## src/fft_pkg.sv

```systemverilog
`default_nettype none

package fft_pkg;

  // ****************************************
  // transform sizes.
  // ****************************************
  localparam int fft_n         = 16;
  localparam int fft_log2n     = 4;
  localparam int bytes_per_bin = 4;

  typedef logic signed [11:0]          sample_t;
  typedef logic signed [27:0]          data_t;
  typedef logic signed [15:0]          twiddle_t;
  typedef logic        [fft_log2n-1:0] addr_t;
  typedef logic        [1:0]           stage_t;
  typedef logic        [4:0]           shift_t;
  typedef logic        [7:0]           byte_t;

  // ****************************************
  // state machines.
  // ****************************************
  typedef enum logic [2:0] {
    eg_idle,
    eg_load,
    eg_read,
    eg_calc,
    eg_write,
    eg_hold,
    eg_finish
  } engine_state_t;

  typedef enum logic [2:0] {
    ul_idle,
    ul_take_data,
    ul_write,
    ul_read,
    ul_wait,
    ul_count,
    ul_invert,
    ul_done
  } unload_state_t;

endpackage

`default_nettype wire

```

## src/fft_cfg_regs.sv

```systemverilog
`timescale 1ns/1ps
`default_nettype none

module fft_cfg_regs (
  input  wire                  clk,
  input  wire                  rst_n,
  input  wire                  cfg_we_i,
  input  wire fft_pkg::shift_t cfg_wdata_i,
  output fft_pkg::shift_t      cfg_rdata_o,
  input  wire                  frame_start_i,
  input  wire                  frame_done_i,
  output fft_pkg::shift_t      win_shift_o
);
  import fft_pkg::*;

  localparam shift_t shift_rst = 5'd6;
  localparam shift_t shift_max = 5'd12;

  shift_t shift_q;
  logic   lock_q;

  // locked from frame start until the last byte.
  always_ff @(posedge clk or negedge rst_n) begin
    if (!rst_n) begin
      lock_q <= 1'b0;
    end else if (frame_start_i) begin
      lock_q <= 1'b1;
    end else if (frame_done_i) begin
      lock_q <= 1'b0;
    end
  end

  always_ff @(posedge clk or negedge rst_n) begin
    if (!rst_n) begin
      shift_q <= shift_rst;
    end else if (cfg_we_i && !lock_q && !frame_start_i) begin
      shift_q <= (cfg_wdata_i > shift_max) ? shift_max : cfg_wdata_i;
    end
  end

  assign cfg_rdata_o = shift_q;
  assign win_shift_o = shift_q;

endmodule

`default_nettype wire

```

## config.mk

```make
export PLATFORM = sky130hd
export DESIGN_NAME = fft_cfg_regs
export DESIGN_NICKNAME = d
export VERILOG_FILES = /design/src/fft_pkg.sv /design/src/fft_cfg_regs.sv
export SDC_FILE = /design/constraint.sdc
export NUM_CORES = 1
export LEC_CHECK = 0
export BUFFER_PORTS_ARGS = -buffer_cell sky130_fd_sc_hd__clkbuf_2
export CORE_AREA = 2 2 39 41
export DETAILED_ROUTE_END_ITERATION = 10
export DIE_AREA = 0 0 41 43
export GPL_TIMING_DRIVEN = 0
export MAX_ROUTING_LAYER = met4
export RECOVER_POWER = 50
export SYNTH_ARGS = -nofsm -noshare
export SYNTH_HDL_FRONTEND = slang
export SYNTH_SLANG_ARGS = --single-unit
```

## constraint.sdc

```tcl
create_clock -name clk -period 1.54 [get_ports clk]
set_input_delay 0.231 -clock clk [delete_from_list [all_inputs] [get_ports clk]]
set_output_delay 0.231 -clock clk [all_outputs]
set_load 0.1 [all_outputs]
```

# Word level (Yosys, flattened, before mapping)
# Cells that the tools add are included.
[word_totals]
inputBits = 10
output_inout_bits = 10
regBits = 6
wordCells = 11
[op_classes]
reduce_logical = 5
muxes = 3
magnitude_cmp = 1
[ops]
columns = ["cell", "count"]
rows = [
  ["5-bit by 4-bit greater-than comparator with 1-bit output (second input constant)", 1],
  ["5-bit 2-to-1 mux", 1],
  ["1-bit logical AND", 2],
  ["1-bit zero test", 2],
  ["1-bit 2-to-1 mux", 2],
  ["2-bit nonzero test", 1],
]

# Longest topological paths before layout
# Gate-level depths: netlist of the first run.
[logic_depth]
ltp_word = 3
mapped_depth = 3
mapped_depth_nobuf = 3

# Worst setup path before layout of the first run
# OpenSTA, ideal clock, no wires.
[synth_timing]
path_kind = "reg2out"
from = "register shift_q[3], in the netlist cfg_rdata_o[3]"
to = "output port win_shift_o[3]"
arrival_time_ps = 1340
path_buffers = 1
slack_ps = -31
t_required_ps = 1309
path_stages_with_launch = 2
cell_sequence = "dfrtp_1 buf_4"
[synth_rtl]
columns = ["element", "line_no", "source"]
rows = [
  ["start: declaration", "fft_cfg_regs.sv:19", "shift_t shift_q;"],
  ["start signal: assignment", "fft_cfg_regs.sv:35", "shift_q <= shift_rst;"],
  ["start signal: assignment", "fft_cfg_regs.sv:37", "shift_q <= (cfg_wdata_i > shift_max) ? shift_max : cfg_wdata_i;"],
  ["end: declaration", "fft_cfg_regs.sv:12", "output fft_pkg::shift_t win_shift_o"],
]
# No word-level cell between the ends.

# Worst setup path after layout of the first run
[layout_timing]
from = "register shift_q[2], in the netlist cfg_rdata_o[2]"
to = "output port cfg_rdata_o[2]"
[layout_rtl]
columns = ["element", "line_no", "source"]
rows = [
  ["end: declaration", "fft_cfg_regs.sv:9", "output fft_pkg::shift_t cfg_rdata_o,"],
]
# No word-level cell between the ends.

==> impl_metrics.csv, run 1 <==
group,metric,value,unit
critical_path,cp_cell_sequence,"clkbuf_2",
route,drtIter0Drc,0,
clock_tree,htree_levels,1,
critical_path,r2r_slack,0.40,ns
critical_path,cp-startpoint,"cfg_rdata_o[2]$_DFFE_PN1P_",
critical_path,crit_family,"flip-flops",
critical_path,path_buf_inv,1,
logic_synthesis,yosysWarnings,0,
critical_path,crit_path_start_kind,"register",
clock_tree,clock_latency,0.24,ns
route,antenna_left,0,
sta,tns,0,ns
sta,setup_viol,0,
floorplanning,die_width,41,um
grt,overflow,0,
clock_tree,clkTransAtPathRegs,0.05,ns
layout,multi_input_area,76.32,sq um
outcome,status,"complete, no violations",
clock_tree,cts_buffers,3,
sta,worst_slew_pin_slew,0.5405,ns
sta,fmax,0.6867,GHz
floorplanning,core_area,1384,sq um
route,viasPerCell,3.868,
worst_hold_path,holdPathStages,3,
critical_path,cp_slowest_cell,"dfstp_2",
logic_synthesis,syn_inst,28,
layout,syn2layout_area_growth,53.74,%
logic_synthesis,synth_seq_area_share,53.74,%
sta,grt_setup_unrepaired,"false",
floorplanning,ioPinCount,20,
clock_tree,clock_path_buffers,2,
placed_design,portBuffers,19,
clock_tree,root_buffer,"clkbuf_4",
logic_synthesis,netlist_area,284.0,sq um
grt,antenna_found_initial,0,
route,route.detailed.drc,0,
layout,antenna_cells,0,
run,maxCapViolCount,0,
layout,nFillCells,156,
sta,hold_violations,0,
sta,finalCriticalPeriod,1.456,ns
layout,final_common_cell,"clkbuf_2",
sta,min_period_over_period,94.57,%
logic_synthesis,yosysUniqueCellTypes,11,
layout,final_layout_size_suffix_gt1_share,61.54,%
floorplanning,num_rows,14,
critical_path,crit_path_end,"cfg_rdata_o[2]",
layout,fin_nets,63,
critical_path,cp_max_fo,3,
worst_hold_path,hold_class,"input port to register",
clock_tree,post_cts_buffers,0,
power_and_ir_drop,p_per_area,1717,nW/um^2
sta,clock-skew-final,0.002094,ns
sta,slew_viol_final,0,
route,wire_per_inst,8.618,um
floorplanning,die_h,43,um
placed_design,hpwl,481.1,um
route,totalWireLength,586,um
critical_path,critPathMaxStageDelay,0.53,ns
route,dr_total_vias,263,
sta,max_slew_margin,64.12,%
grt,grt_pass1_vias,225,
critical_path,cp_num_cells,1,
critical_path,rr_startpoint,"lock_q$_DFFE_PN0P_",
floorplanning,dieArea,1763,sq um
layout,final_cell_mix,"clkbuf_2, buf_4, clkbuf_4",
sta,whs,0.1975,ns
grt,grt_pass1_wl,869,um
critical_path,cp.required,1.31,ns
placed_design,gp_congestion,0.6928,
grt,grt_max_degree,10,
floorplanning,initial_core_util,20.52,%
power_and_ir_drop,leakage,0.2260,nW
clock_tree,cts_tree,"yes",
critical_path,regToRegEndpoint,"cfg_rdata_o[1]$_DFFE_PN1P_",
critical_path,crit_arrival,1.23,ns
route,firstDrtPassIters,1,
logic_synthesis,syn_nets,38,
critical_path,worstSetupPathType,"register to primary output",
critical_path,worstSetupEndpointType,"primary output",
power_and_ir_drop,ir_drop,821.9,uV
grt,grtUsageTotal,8.411,%
layout,seq_area,156.4,sq um
critical_path,ff2ff_path_depth,3,
logic_synthesis,synth-seq-cells,6,
logic_synthesis,syn_avg_cell_area,10.14,sq um
clock_tree,cts.sinks,6,
[timing repair]
action                     4_1_cts  5_1_grt
setup endpoints to repair        2        0
hold endpoints to repair         4        0
hold buffers                     1        0
resized for setup                2        0
[cell usage after synthesis]
cell type  instances  area share (%)
buf_4              5              13
nor2b_1            1             2.2
o21ai_0            2             3.5
nor3b_4            1             6.6
nand3_1            2             3.5
dfstp_2            2              19
a21o_1             1             2.6
dfrtp_1            4              35
inv_1              3             4.0
a21oi_1            3             5.3
nor2_1             4             5.3
[sequential cells by signal (all words and copies together), names as in the netlist]
name	cells
cfg_rdata_o	5
lock_q	1
[cells by family (layout without fill, tap and decap cells)]
| family | count (synthesis) | in the layout | share of synthesized area [%] |
|---|---|---|---|
| and+or+nand+nor | 8 | 8 | 17.62 |
| AOI/OAI and AO/OA | 6 | 6 | 11.45 |
| DFF | 6 | 6 | 53.75 |
| buffers and inverters | 8 | 32 | 17.18 |
[how the worst min path moves through the flow]
stage | endpoint | from | slack (ns)
2_1_floorplan | cfg_rdata_o[0]$_DFFE_PN0P_ | rst_n | -0.06
3_3_place_gp | lock_q$_DFFE_PN0P_ | rst_n | 0.06
3_5_place_dp | lock_q$_DFFE_PN0P_ | rst_n | 0.06
4_1_cts | cfg_rdata_o[1]$_DFFE_PN1P_ | cfg_wdata_i[1] | 0.20
5_1_grt | cfg_rdata_o[1]$_DFFE_PN1P_ | cfg_wdata_i[1] | 0.19
6_report | cfg_rdata_o[1]$_DFFE_PN1P_ | cfg_wdata_i[1] | 0.20
[report_power, final]
group,total [W],internal [W],switching [W]
combinational,0.000390,0.0000707,0.000319
sequential,0.000202,0.000187,0.0000149
clock,0.000157,0.0000983,0.0000590
[routing by layer]
| layer | vias up | routed length, um | track usage, % |
|---|---|---|---|
| met3 | 0 | 62 | 6.283 |
| met2 | 14 | 276 | 10.00 |
| met1 | 116 | 247 | 9.272 |
| li1 | 133 | - | - |
| met5 | - | 0 | - |
| met4 | 0 | 0 | 6.000 |
[metrics by stage]
step	worst slack [ns]	instance area, sq um	utilization (%)	power, W	cells
after floorplan	0.08232	287.8	-	0.0005381	28
after global placement	0.2575	402.9	29.11	0.0005897	63
after detailed placement	0.2481	402.9	29.11	0.0005929	63
after CTS	0.07154	444.2	32.10	0.0007627	68
after global routing	0.05115	436.7	31.56	0.0007872	68
final	0.08367	436.7	31.56	0.0007497	68
[cell type report]
cell class,instances,share of cell area [%]
Inverter,3,2.579
Tap cell,16,4.585
Timing Repair Buffer,20,24.93
Sequential cell,6,35.82
Buffer,5,8.596
Multi-Input combinational cell,14,17.48
Clock buffer,4,6.017
Note: power is estimated with default switching activity, not from simulation.
==> run 2: changes to the inputs <==
--- a/config.mk
+++ b/config.mk
@@ -5,6 +5,7 @@
 export SDC_FILE = /design/constraint.sdc
 export NUM_CORES = 1
 export LEC_CHECK = 0
+export ABC_AREA = 1
 export BUFFER_PORTS_ARGS = -buffer_cell sky130_fd_sc_hd__clkbuf_2
 export CORE_AREA = 2 2 39 41
 export DETAILED_ROUTE_END_ITERATION = 10
==> impl_metrics.csv, run 2 <==
group,metric,value,unit
grt,grtUsageTotal,9.804,%
sta,max_slew_margin,64.26,%
floorplanning,ioPinCount,20,
layout,seq_area,156.4,sq um
logic_synthesis,syn_nets,47,
floorplanning,num_rows,14,
clock_tree,root_buffer,"clkbuf_4",
critical_path,regToRegEndpoint,"cfg_rdata_o[1]$_DFFE_PN1P_",
critical_path,cp_slowest_cell,"dfstp_2",
sta,slew_viol_final,0,
logic_synthesis,synth.area.top_cells,"dfrtp_1, dfstp_2, buf_4",
sta,tns,0,ns
logic_synthesis,ys.flop_type,"dfrtp_1",
layout,final_cells,77,
layout,largest_reg_flops,5,
layout,syn2layout_area_growth,47.95,%
critical_path,cp.required,1.31,ns
sta,grt_setup_unrepaired,"false",
run,maxCapViolCount,0,
clock_tree,htree_levels,1,
floorplanning,core_area,1384,sq um
logic_synthesis,synth_top_cell_by_area,"dfrtp_1",
critical_path,crit_family,"flip-flops",
clock_tree,cts.sinks,6,
route,firstDrtPassIters,2,
logic_synthesis,syn_avg_cell_area,8.251,sq um
layout,antenna_cells,0,
placed_design,gp_congestion,0.7367,
clock_tree,clock_path_buffers,2,
logic_synthesis,syn_inst,37,
grt,grt_max_degree,10,
power_and_ir_drop,p_per_area,1655,nW/um^2
grt,overflow,0,
layout,final_common_cell,"clkbuf_2",
worst_hold_path,hold_class,"input port to register",
route,dr_total_vias,280,
critical_path,rr_startpoint,"lock_q$_DFFE_PN0P_",
route,route.detailed.drc,0,
critical_path,crit_arrival,1.23,ns
route,wire_per_inst,7.896,um
sta,min_period_over_period,94.77,%
sta,fmax,0.6852,GHz
critical_path,cp_num_cells,1,
power_and_ir_drop,ir_drop,423.6,uV
clock_tree,cts_buffers,3,
logic_synthesis,yosysWarnings,0,
layout,final_layout_size_suffix_gt1_share,52.46,%
logic_synthesis,synthTopCellsByCount,"nand2_1, nor2_1, buf_4",
critical_path,cp_max_fo,3,
critical_path,worstSetupPathType,"register to primary output",
critical_path,ff2ff_path_depth,5,
logic_synthesis,yosysMostFrequentCell,"nand2_1",
floorplanning,die_h,43,um
logic_synthesis,synth_seq_area_share,50.00,%
floorplanning,dieArea,1763,sq um
critical_path,path_buf_inv,1,
sta,clock-skew-final,0.002184,ns
layout,nFillCells,169,
clock_tree,post_cts_buffers,0,
critical_path,cp_cell_sequence,"clkbuf_2",
placed_design,portBuffers,19,
floorplanning,die_width,41,um
route,drtIter0Drc,2,
worst_hold_path,min_from,"frame_done_i",
sta,hold_violations,0,
grt,grt_pass1_vias,276,
route,antenna_left,0,
clock_tree,cts_tree,"yes",
critical_path,crit_path_start_kind,"register",
worst_hold_path,holdPathEnd,"lock_q$_DFFE_PN0P_",
logic_synthesis,yosysUniqueCellTypes,9,
critical_path,r2r_slack,0.55,ns
route,viasPerCell,3.636,
grt,grt_pass1_wl,1041,um
power_and_ir_drop,leakage,0.2673,nW
sta,worst_slew_pin_slew,0.5385,ns
layout,multi_input_area,83.83,sq um
clock_tree,clock_latency,0.24,ns
logic_synthesis,async_flop_share,100.0,%
floorplanning,initial_core_util,22.06,%
layout,design_area,451.7,sq um
route,totalWireLength,608,um
logic_synthesis,netlist_area,305.3,sq um
worst_hold_path,holdPathStages,2,
layout,fin_nets,72,
logic_synthesis,synth-seq-cells,6,
logic_synthesis,netlist.area_leader.share,32.79,%
outcome,status,"complete, no violations",
critical_path,critPathMaxStageDelay,0.54,ns
grt,antenna_found_initial,0,
placed_design,placed_cells,72,
sta,setup_viol,0,
logic_synthesis,synth_edf_count,0,
sta,finalCriticalPeriod,1.459,ns
clock_tree,clkTransAtPathRegs,0.05,ns
placed_design,dpl-instance-area,424.2,sq um
layout,final_cell_mix,"clkbuf_2, nand2_1, nor2_1",
critical_path,worstSetupEndpointType,"primary output",
==> run 2: layout make-up <==
type	instances	share of cell area [%]
flip-flops and latches	6	34.63
repair buffers	20	24.10
multi-input cells	21	18.56
plain buffers	5	8.310
clock buffers	4	5.817
well taps	16	4.432
inverters	5	4.155
==> run 2: routing by layer <==
| metal | share of wire, % | GRT usage, % | vias to the layer above |
|---|---|---|---|
| li1 | - | - | 152 |
| met2 | 46 | 10.94 | 12 |
| met4 | 1.6 | 10.00 | 0 |
| met3 | 12 | 5.236 | 2 |
| met5 | 0 | - | - |
| met1 | 40 | 11.36 | 114 |
==> run 2: worst max-delay path by stage <==
stage / slack [ns] / endpoint / startpoint
after global routing: 0.04 / cfg_rdata_o[2] / cfg_rdata_o[2]$_DFFE_PN1P_
after CTS: 0.06 / cfg_rdata_o[1] / cfg_rdata_o[1]$_DFFE_PN1P_
final: 0.08 / cfg_rdata_o[1] / cfg_rdata_o[1]$_DFFE_PN1P_
after global placement: 0.25 / win_shift_o[1] / cfg_rdata_o[1]$_DFFE_PN1P_
after detailed placement: 0.25 / win_shift_o[1] / cfg_rdata_o[1]$_DFFE_PN1P_
after floorplan: 0.08 / win_shift_o[1] / cfg_rdata_o[1]$_DFFE_PN1P_
==> run 2: what timing repair did <==
| item | 4_1_cts | 5_1_grt |
|---|---|---|
| endpoints found under the hold margin | 4 | 0 |
| hold buffers | 1 | 0 |
| resized for setup | 2 | 0 |
| setup endpoints to repair | 2 | 0 |
==> run 2: where the power goes <==
part	leakage (nW)	internal [W]	switching, W	total, W
Combinational	0.186	0.0000700	0.000318	0.000388
Clock	0.0150	0.0000984	0.0000598	0.000158
Sequential	0.0667	0.000187	0.0000139	0.000201
Total	0.267	0.000355	0.000392	0.000748
==> run 2: through the flow <==
| stage | setup WS [ns] | power (W) | util (%) | hold slack (ns) |
|---|---|---|---|---|
| after floorplan | 0.08248 | 0.0005365 | - | -0.06459 |
| after global placement | 0.2529 | 0.0005893 | 30.65 | 0.06526 |
| after detailed placement | 0.2479 | 0.0005930 | 30.65 | 0.06588 |
| after CTS | 0.06209 | 0.0007646 | 33.63 | 0.1712 |
| after global routing | 0.04138 | 0.0007882 | 32.64 | 0.2128 |
| final | 0.08056 | 0.0007475 | 32.64 | 0.1791 |
==> run 2: cells by family (layout without fill, tap and decap cells) <==
group | count (synthesis) | count (layout) | share of synthesized area, %
AOI/OAI and AO/OA | 3 | 3 | 4.917
and+or+nand+nor | 18 | 18 | 26.64
DFF | 6 | 6 | 50.00
buffers and inverters | 10 | 34 | 18.44
