### src/fft_pkg.sv
`default_nettype none

package fft_pkg;

  // ****************************************
  // transform sizes.
  // ****************************************
  localparam int fft_n         = 16;
  localparam int fft_log2n     = 4;
  localparam int bytes_per_bin = 4;

  typedef logic signed [11:0]          sample_t;
  typedef logic signed [27:0]          data_t;
  typedef logic signed [15:0]          twiddle_t;
  typedef logic        [fft_log2n-1:0] addr_t;
  typedef logic        [1:0]           stage_t;
  typedef logic        [4:0]           shift_t;
  typedef logic        [7:0]           byte_t;

  // ****************************************
  // state machines.
  // ****************************************
  typedef enum logic [2:0] {
    eg_idle,
    eg_load,
    eg_read,
    eg_calc,
    eg_write,
    eg_hold,
    eg_finish
  } engine_state_t;

  typedef enum logic [2:0] {
    ul_idle,
    ul_take_data,
    ul_write,
    ul_read,
    ul_wait,
    ul_count,
    ul_invert,
    ul_done
  } unload_state_t;

endpackage

`default_nettype wire

### src/fft_output_unloader.sv
`timescale 1ns/1ps
`default_nettype none

module fft_output_unloader (
  input  wire                 clk,
  input  wire                 rst_n,
  input  wire                 back_wr_i,
  input  wire fft_pkg::addr_t adr1_i,
  input  wire fft_pkg::addr_t adr2_i,
  input  wire fft_pkg::data_t re1_i,
  input  wire fft_pkg::data_t im1_i,
  input  wire fft_pkg::data_t re2_i,
  input  wire fft_pkg::data_t im2_i,
  input  wire                 finish_i,
  input  wire                 ready_i,
  input  wire fft_pkg::shift_t win_shift_i,
  output fft_pkg::byte_t      byte_o,
  output logic                byte_valid_o,
  output logic                done_o
);
  import fft_pkg::*;

  unload_state_t      state;
  unload_state_t      state_nxt;
  data_t              res_re [fft_n];
  data_t              res_im [fft_n];
  logic               en_wr;
  logic               en_wr_d;
  logic               mem_we;
  addr_t              wr_ptr1;
  addr_t              wr_ptr2;
  addr_t              wr_adr;
  data_t              wr_re;
  data_t              wr_im;
  logic [fft_log2n:0] rd_cnt;
  addr_t              rd_adr;
  logic [2:0]         byte_idx;
  data_t              bin_re;
  data_t              bin_im;
  data_t              re_sh;
  data_t              im_sh;
  byte_t              byte_buf [bytes_per_bin];

  function automatic addr_t bit_rev(input addr_t a);
    addr_t r;
    for (int i = 0; i < fft_log2n; i++) begin
      r[i] = a[fft_log2n-1-i];
    end
    return r;
  endfunction

  // ****************************************
  // result capture, two writes per pulse.
  // ****************************************
  always_ff @(posedge clk or negedge rst_n) begin
    if (!rst_n) begin
      en_wr   <= 1'b0;
      en_wr_d <= 1'b0;
    end else begin
      en_wr   <= back_wr_i && !en_wr;
      en_wr_d <= en_wr;
    end
  end

  always_ff @(posedge clk) begin
    if (back_wr_i && !en_wr) begin
      wr_ptr1 <= adr1_i;
    end
    if (en_wr) begin
      wr_ptr2 <= adr2_i;
    end
  end

  // first pair member, then the second.
  assign wr_adr = en_wr ? wr_ptr1 : wr_ptr2;
  assign wr_re  = en_wr ? re1_i : re2_i;
  assign wr_im  = en_wr ? im1_i : im2_i;
  assign mem_we = en_wr || en_wr_d;

  always_ff @(posedge clk) begin
    if (mem_we) begin
      res_re[wr_adr] <= wr_re;
      res_im[wr_adr] <= wr_im;
    end
  end

  // ****************************************
  // readout in bit-reversed order.
  // ****************************************
  always_ff @(posedge clk or negedge rst_n) begin
    if (!rst_n) begin
      state <= ul_idle;
    end else begin
      state <= state_nxt;
    end
  end

  always_comb begin
    state_nxt = state;
    case (state)
      ul_idle: begin
        if (finish_i) begin
          state_nxt = ul_take_data;
        end
      end
      ul_take_data: begin
        if (rd_cnt == (fft_log2n + 1)'(fft_n)) begin
          state_nxt = ul_done;
        end else begin
          state_nxt = ul_write;
        end
      end
      ul_write: state_nxt = ul_read;
      ul_read:  state_nxt = ul_wait;
      ul_wait: begin
        if (ready_i) begin
          if (byte_idx == 3'(bytes_per_bin)) begin
            state_nxt = ul_count;
          end else begin
            state_nxt = ul_read;
          end
        end
      end
      ul_count:  state_nxt = ul_invert;
      ul_invert: state_nxt = ul_take_data;
      ul_done:   state_nxt = ul_idle;
      default:   state_nxt = ul_idle;
    endcase
  end

  always_ff @(posedge clk or negedge rst_n) begin
    if (!rst_n) begin
      rd_cnt       <= '0;
      rd_adr       <= '0;
      byte_idx     <= '0;
      byte_valid_o <= 1'b0;
      done_o       <= 1'b0;
    end else begin
      byte_valid_o <= (state == ul_read);
      done_o       <= (state == ul_done);
      case (state)
        ul_idle: begin
          rd_cnt   <= '0;
          rd_adr   <= '0;
          byte_idx <= '0;
        end
        ul_read: byte_idx <= byte_idx + 3'd1;
        ul_count: begin
          rd_cnt   <= rd_cnt + 1'b1;
          byte_idx <= '0;
        end
        ul_invert: rd_adr <= bit_rev(rd_cnt[fft_log2n-1:0]);
        default: begin
        end
      endcase
    end
  end

  // byte windows at the configured offset.
  assign re_sh = bin_re >>> win_shift_i;
  assign im_sh = bin_im >>> win_shift_i;

  always_ff @(posedge clk) begin
    if (state == ul_take_data) begin
      bin_re <= res_re[rd_adr];
      bin_im <= res_im[rd_adr];
    end
    if (state == ul_write) begin
      byte_buf[0] <= re_sh[7:0];
      byte_buf[1] <= im_sh[7:0];
      byte_buf[2] <= re_sh[15:8];
      byte_buf[3] <= im_sh[15:8];
    end
    if (state == ul_read) begin
      byte_o <= byte_buf[byte_idx[1:0]];
    end
  end

  // a new frame only arrives once the last one is out.
  a_finish_when_idle: assert property (@(posedge clk) disable iff (!rst_n)
    finish_i |-> (state == ul_idle));

endmodule

`default_nettype wire

### config.mk
export PLATFORM = sky130hd
export DESIGN_NAME = fft_output_unloader
export DESIGN_NICKNAME = d
export VERILOG_FILES = /design/src/fft_pkg.sv /design/src/fft_output_unloader.sv
export SDC_FILE = /design/constraint.sdc
export NUM_CORES = 1
export LEC_CHECK = 0
export BUFFER_PORTS_ARGS = -buffer_cell sky130_fd_sc_hd__buf_4
export CAP_MARGIN = 5
export CORE_MARGIN = 1
export CORE_UTILIZATION = 45
export DETAILED_ROUTE_END_ITERATION = 12
export PLACE_DENSITY_LB_ADDON = 0.3
export RECOVER_POWER = 50
export SYNTH_ARGS = -nofsm -noshare
export SYNTH_HDL_FRONTEND = slang
export SYNTH_SLANG_ARGS = --single-unit
export TNS_END_PERCENT = 10
### constraint.sdc
create_clock -name clk -period 5 [get_ports clk]
set_clock_uncertainty 0.15 [all_clocks]
set_input_delay 0.5 -clock clk [delete_from_list [all_inputs] [get_ports clk]]
set_output_delay 0.5 -clock clk [all_outputs]
set_load 0.02 [all_outputs]
# Word-level counts from Yosys, hierarchy flattened
# Memory sizes are Yosys's and may differ from the RTL's. A register that Yosys moved wholly into a read port is not among the register bits.
# Cells that the tools add are included.
[classes] n_eq_ne=11 mux=15 shifts=2 n_reduce_logical=9 n_addsub=2
[ops] operator="two-way mux 28 bit" count=2
[ops] operator=">>> shifter 28 x 5 -> 16 bit" count=2
[ops] operator="case mux 3 bit (8 select lines)" count=1
[ops] operator="equality test 3 bit (second input constant)" count=5
[ops] operator="two-way mux 3 bit" count=4
[ops] operator="case mux 5 bit (2 select lines)" count=1
[ops] operator="case mux 4 bit (2 select lines)" count=1
[ops] operator="equality test 3 x 2 -> 1 bit (second input constant)" count=2
[ops] operator="case mux 3 bit (2 select lines)" count=1
[ops] operator="nonzero test 2 bit" count=3
[ops] operator="adder 5 x 1 -> 5 bit (second input constant)" count=1
[ops] operator="equality test 5 bit (second input constant)" count=1
[ops] operator="two-way mux 1 bit" count=4
[ops] operator="two-way mux 4 bit" count=1
[ops] operator="inequality test 2 bit (second input constant)" count=2
[ops] operator="adder 3 x 1 -> 3 bit (second input constant)" count=1
[ops] operator="equality test 3 x 1 -> 1 bit (second input constant)" count=1
[ops] operator="zero test 3 bit" count=1
[ops] operator="AND reduction 2 bit" count=1
[ops] operator="OR reduction 2 bit" count=1
[ops] operator="logical AND 1 bit" count=1
[ops] operator="zero test 1 bit" count=1
[ops] operator="logical OR 1 bit" count=1
[word_totals] output_inout_bits=10 ramBits=928 word_cells=52 n_memories=3 register_bits=27 input_bits=130
[memory_table] memory="res_im" depth=16 word_bits=28 rd=1 rd_clocked_by_memory_dff=1 wr=1 line_no="fft_output_unloader.sv:26" rtl="data_t res_im [fft_n];"
[memory_table] memory="res_re" depth=16 word_bits=28 rd=1 rd_clocked_by_memory_dff=1 wr=1 line_no="fft_output_unloader.sv:25" rtl="data_t res_re [fft_n];"
[memory_table] memory="byte_buf" depth=4 word_bits=8 rd=1 rd_clocked_by_memory_dff=1 wr=4 line_no="fft_output_unloader.sv:42" rtl="byte_t byte_buf [bytes_per_bin];"

# Longest topological paths before layout
[logic_depth] word_depth=4 mapped_depth=8 mapped_depth_nobuf=6

# Worst setup path after synthesis
# Ideal clock, no wire load.
[synth_path] path_kind="register -> register" start="register en_wr" end="memory res_im[9][0] (netlist bit) (enable)" required_time_ns=4.380 arrival_time_ns=3.657 setup_ns=0.470 synth_period_minus_slack_ns=4.277 path_buffers=2 slack_ns=0.723 stages_incl_launch_ff=6 path_cell_list="dfrtp_1 > clkbuf_1 > clkbuf_1 > nand2_1 > o32a_1 > nor2_1"
[synth_via] elab_chain_cells=3 word_cells_on_any_way=4 classes_between="3 x mux; 1 x reduce/logical"
[synth_rtl] element="start, declared" line_no="fft_output_unloader.sv:27" rtl="logic en_wr;"
[synth_rtl] element="start signal, assigned" line_no="fft_output_unloader.sv:60" rtl="en_wr <= back_wr_i && !en_wr;"
[synth_rtl] element="logical OR 1 bit" line_no="fft_output_unloader.sv:78" rtl="assign mem_we = en_wr || en_wr_d;"
[synth_rtl] element="two-way mux 1 bit" line_no="fft_output_unloader.sv:81" rtl="if (mem_we) begin"
[synth_rtl] element="two-way mux 1 bit (not written as such)" line_no="fft_output_unloader.sv:83" rtl="res_im[wr_adr] <= wr_im;"
[synth_rtl] element="end, declared" line_no="fft_output_unloader.sv:26"
# Parallel ways exist; a longest one is shown, timed or not.

# Worst setup path after layout
[layout_path] start="register en_wr" end="memory res_re[2][12] (netlist bit) (enable)"
[layout_via] elab_chain_cells=3 word_cells_on_any_way=4 classes_between="3 x mux; 1 x reduce/logical"
[layout_rtl] element="logical OR 1 bit" line_no="fft_output_unloader.sv:78"
[layout_rtl] element="two-way mux 1 bit" line_no="fft_output_unloader.sv:81"
[layout_rtl] element="two-way mux 1 bit (not written as such)" line_no="fft_output_unloader.sv:82" rtl="res_re[wr_adr] <= wr_re;"
[layout_rtl] element="end, declared" line_no="fft_output_unloader.sv:25"
# Parallel ways exist; a longest one is shown, timed or not.

==> flow_summary.json <==
{
  "cts.path.max_buffers": 3,
  "cts_tree": "done",
  "path_buf_inv": 1,
  "clkTransAtPathRegs_ns": 0.06,
  "ff2ff_setup_slack_ns": 1.06,
  "hold_class": "input port to register",
  "p_leak_nw": 14.7,
  "ioPinCount": 140,
  "yosys.area_share.adder": 0.00120,
  "die-area_um2": 93500,
  "synth_top_family_by_area": "multiplexers",
  "worstSetupStartpointType": "register",
  "synth_warnings": 0,
  "grt_overflow": 0,
  "grt_max_degree": 64,
  "fin_crit_ns": 3.94,
  "routed_wl_um": 95100,
  "cts_inserted_buffers": 100,
  "async_flop_share": 0.0186,
  "synth_simple_gate_area_share": 0.0142,
  "relSlewSlack": -0.928,
  "drt_pre_antenna_iters": 5,
  "peakVddDrop_uv": 263,
  "ys_ff_latch": 1019,
  "core_area_um2": 91500,
  "crit_fanout": 56,
  "hold_depth": 3,
  "holdPathEnd": "state[0]",
  "cts-root-buf": "clkbuf_16",
  "diodes": 0,
  "route.detailed.vias_per_inst": 6.08,
  "fmax_mhz": 254,
  "finalSetupViolCount": 0,
  "crit_path_end_kind": "register",
  "hold_ws_ns": 0.0577,
  "syn-num-nets": 1977,
  "gr-usage-all-layers": 0.207,
  "synthXorXnorAreaFrac": 0.000211,
  "p_per_area_nw_per_um2": 427,
  "synth.distinct_cells": 58,
  "htree_levels": 3,
  "final_area_um2": 47500,
  "avgSynthCellArea_um2": 22.5,
  "route.vias.total": 20000,
  "drv_cap": 6,
  "antenna_left": 0,
  "path_delay_family": "buffers and inverters",
  "synth_edf_count": 1000,
  "io_buffers": 139,
  "rsz0062_at_grt": "false",
  "drv_slew": 266,
  "cp_slowest_cell": "clkbuf_2",
  "finalHoldViolCount": 0,
  "drt_iter0_drc": 1844,
  "place.gp.congestion": 0.915,
  "muxShareOfSynthArea": 0.212,
  "worst-r2r-cell-count": 4,
  "timing.final.crit_share": 0.789,
  "synth_ff_type": "edfxtp_1",
  "worst_pin_slew_ns": 2.89,
  "setup_slack_ns": 1.06,
  "syn-cell-area_um2": 41500,
  "drive_gt1_frac": 0.334,
  "violations": "max-capacitance violations, max-slew violations",
  "crit_required_ns": 4.75,
  "syn2layout_area_growth_pct": 14.2,
  "critPathArrivalTime_ns": 3.69,
  "tns_ns": 0,
  "synth-compound-area-share": 0.0213,
  "crit_type": "register to register",
  "first_global_vias": 20800,
  "post-dp-hpwl_um": 52400,
  "min_from": "finish_i",
  "rows": 111,
  "clock-sinks": 1019,
  "cp_cell_sequence": "nor4bb_1, a31oi_1, nor2_4, clkbuf_2",
  "placed_area_um2": 44100,
  "start_util": 0.454,
  "ys_seq_area_frac": 0.734,
  "r2r_end": "res_re[2][12]",
  "drc": 0,
  "clk_latency_ns": 0.68,
  "syn_inst": 1843,
  "finalNetCount": 2166,
  "rr_startpoint": "en_wr",
  "grt_pass1_wl_um": 141000,
  "wire_per_inst_um": 28.8,
  "dp_slack_ns": 1.84,
  "antenna_found_initial": 1,
  "cpPeakStageDelay_ns": 1.28,
  "die_w_um": 306,
  "status": "finished, violations left",
  "die_height_um": 306
}
-- state kept, by name (all words and copies together), names as in the netlist, 5 cells and up --
signal    count
byte_o        8
bin_re       28
rd_cnt        5
res_re      448
byte_buf     32
bin_im       28
res_im      448
-- worst max path at each step --
| stage | start | depth (start not counted) | endpoint |
|---|---|---|---|
| 2_1_floorplan | en_wr | 5 | res_im[9][0] |
| 3_3_place_gp | state[0] | 3 | bin_im[25] |
| 3_5_place_dp | en_wr | 3 | res_im[7][25] |
| 4_1_cts | en_wr | 3 | res_re[3][15] |
| 5_1_grt | en_wr | 4 | res_re[2][5] |
| 6_report | en_wr | 4 | res_re[2][12] |
-- cell usage after synthesis, types with 3 or more instances --
cell type | number | area share
nand3_1 | 7 | 0.00084
o211ai_1 | 6 | 0.0011
clkbuf_1 | 43 | 0.0039
buf_2 | 25 | 0.0030
nand2_1 | 30 | 0.0027
buf_1 | 15 | 0.0014
o2bb2ai_1 | 3 | 0.00063
nor2_1 | 41 | 0.0037
a21oi_1 | 13 | 0.0016
a221oi_1 | 9 | 0.0019
mux2i_1 | 30 | 0.0072
a22oi_1 | 12 | 0.0022
dfrtp_1 | 19 | 0.011
nor3_1 | 7 | 0.00084
mux2_2 | 75 | 0.020
and3_1 | 4 | 0.00060
nand2b_1 | 9 | 0.0014
o22ai_1 | 11 | 0.0017
a2bb2oi_1 | 3 | 0.00063
mux4_2 | 340 | 0.18
a211oi_1 | 9 | 0.0016
edfxtp_1 | 1000 | 0.72
buf_4 | 7 | 0.0013
nor2b_1 | 12 | 0.0018
a22o_1 | 6 | 0.0013
inv_1 | 15 | 0.0014
buf_6 | 20 | 0.0054
o221ai_1 | 5 | 0.0011
o211a_1 | 3 | 0.00072
or2_2 | 3 | 0.00045
a31oi_1 | 4 | 0.00060
o21ai_0 | 19 | 0.0023
ha_1 | 4 | 0.0012
-- repair_timing --
item	4_1_cts	5_1_grt
buffers inserted	0	0
hold endpoints to repair	29	0
resized for setup	0	0
hold buffers	11	0
-- report_power, final --
part | internal (mW) | switching (mW) | total (mW)
combinational | 0.940 | 1.22 | 2.16
clock | 4.30 | 3.25 | 7.54
sequential | 10.1 | 0.468 | 10.5
total | 15.3 | 4.94 | 20.2
-- per-layer routing --
metal,wire length [µm],GRT usage,vias up
met3,5420,0.0277,122
met1,40100,0.293,10900
met2,47800,0.345,731
li1,-,-,8322
met5,11,0,-
met4,1710,0.0443,2
-- metrics by stage --
| step | power [mW] | std cells | utilization |
|---|---|---|---|
| 2_1_floorplan | 12.0 | 1843 | - |
| 3_3_place_gp | 12.9 | 3105 | 0.482 |
| 3_5_place_dp | 12.9 | 3105 | 0.482 |
| 4_1_cts | 20.4 | 3296 | 0.520 |
| 5_1_grt | 20.9 | 3296 | 0.519 |
| 6_report | 20.2 | 3296 | 0.519 |
-- logic make-up (layout without fill, tap and decap cells) --
group / Yosys count / count (layout)
buffers and inverters: 125 / 392
flip-flops: 1019 / 1019
AO/OA/AOI/OAI: 123 / 123
AND/OR/NAND/NOR: 124 / 124
XOR/XNOR: 1 / 1
multiplexers: 447 / 447
adder cells (fa/ha/maj): 4 / 4
-- cell usage in the layout, fill, tap and decap left out, types with 7 or more instances in the layout --
master / n
nand3_1: 7
o21ai_0: 19
a221oi_1: 9
clkbuf_16: 100
clkinv_2: 13
dlygate4sd3_1: 11
o22ai_1: 11
inv_6: 7
a22oi_1: 12
nor2_4: 14
mux2i_1: 30
edfxtp_1: 1000
buf_12: 14
mux4_2: 340
a211oi_1: 9
nor3_1: 7
nor2_1: 27
clkinv_1: 14
inv_1: 14
clkbuf_1: 33
mux2_2: 23
a21oi_1: 13
nand2b_1: 9
nor2b_1: 12
mux2_1: 54
nand2_1: 30
dfrtp_1: 15
clkbuf_4: 8
buf_4: 147
bufinv_16: 11
-- worst register-to-register path, cell delays in order, from the launching register on --
cell and delay [ns]:
dfrtp_4 0.75, nor4bb_1 0.15, a31oi_1 0.73, nor2_4 0.05, clkbuf_2 1.28
-- area by class of cell --
type / count / area (µm²)
inverters: 15 / 58.8
clock buffers: 119 / 2570
flip-flops and latches: 1019 / 30500
well taps: 1186 / 1480
clock inverters: 61 / 737
multi-input cells: 699 / 10500
fillers: 6965 / 44100
repair buffers: 197 / 1620
(Power assumes the default switching activity.)
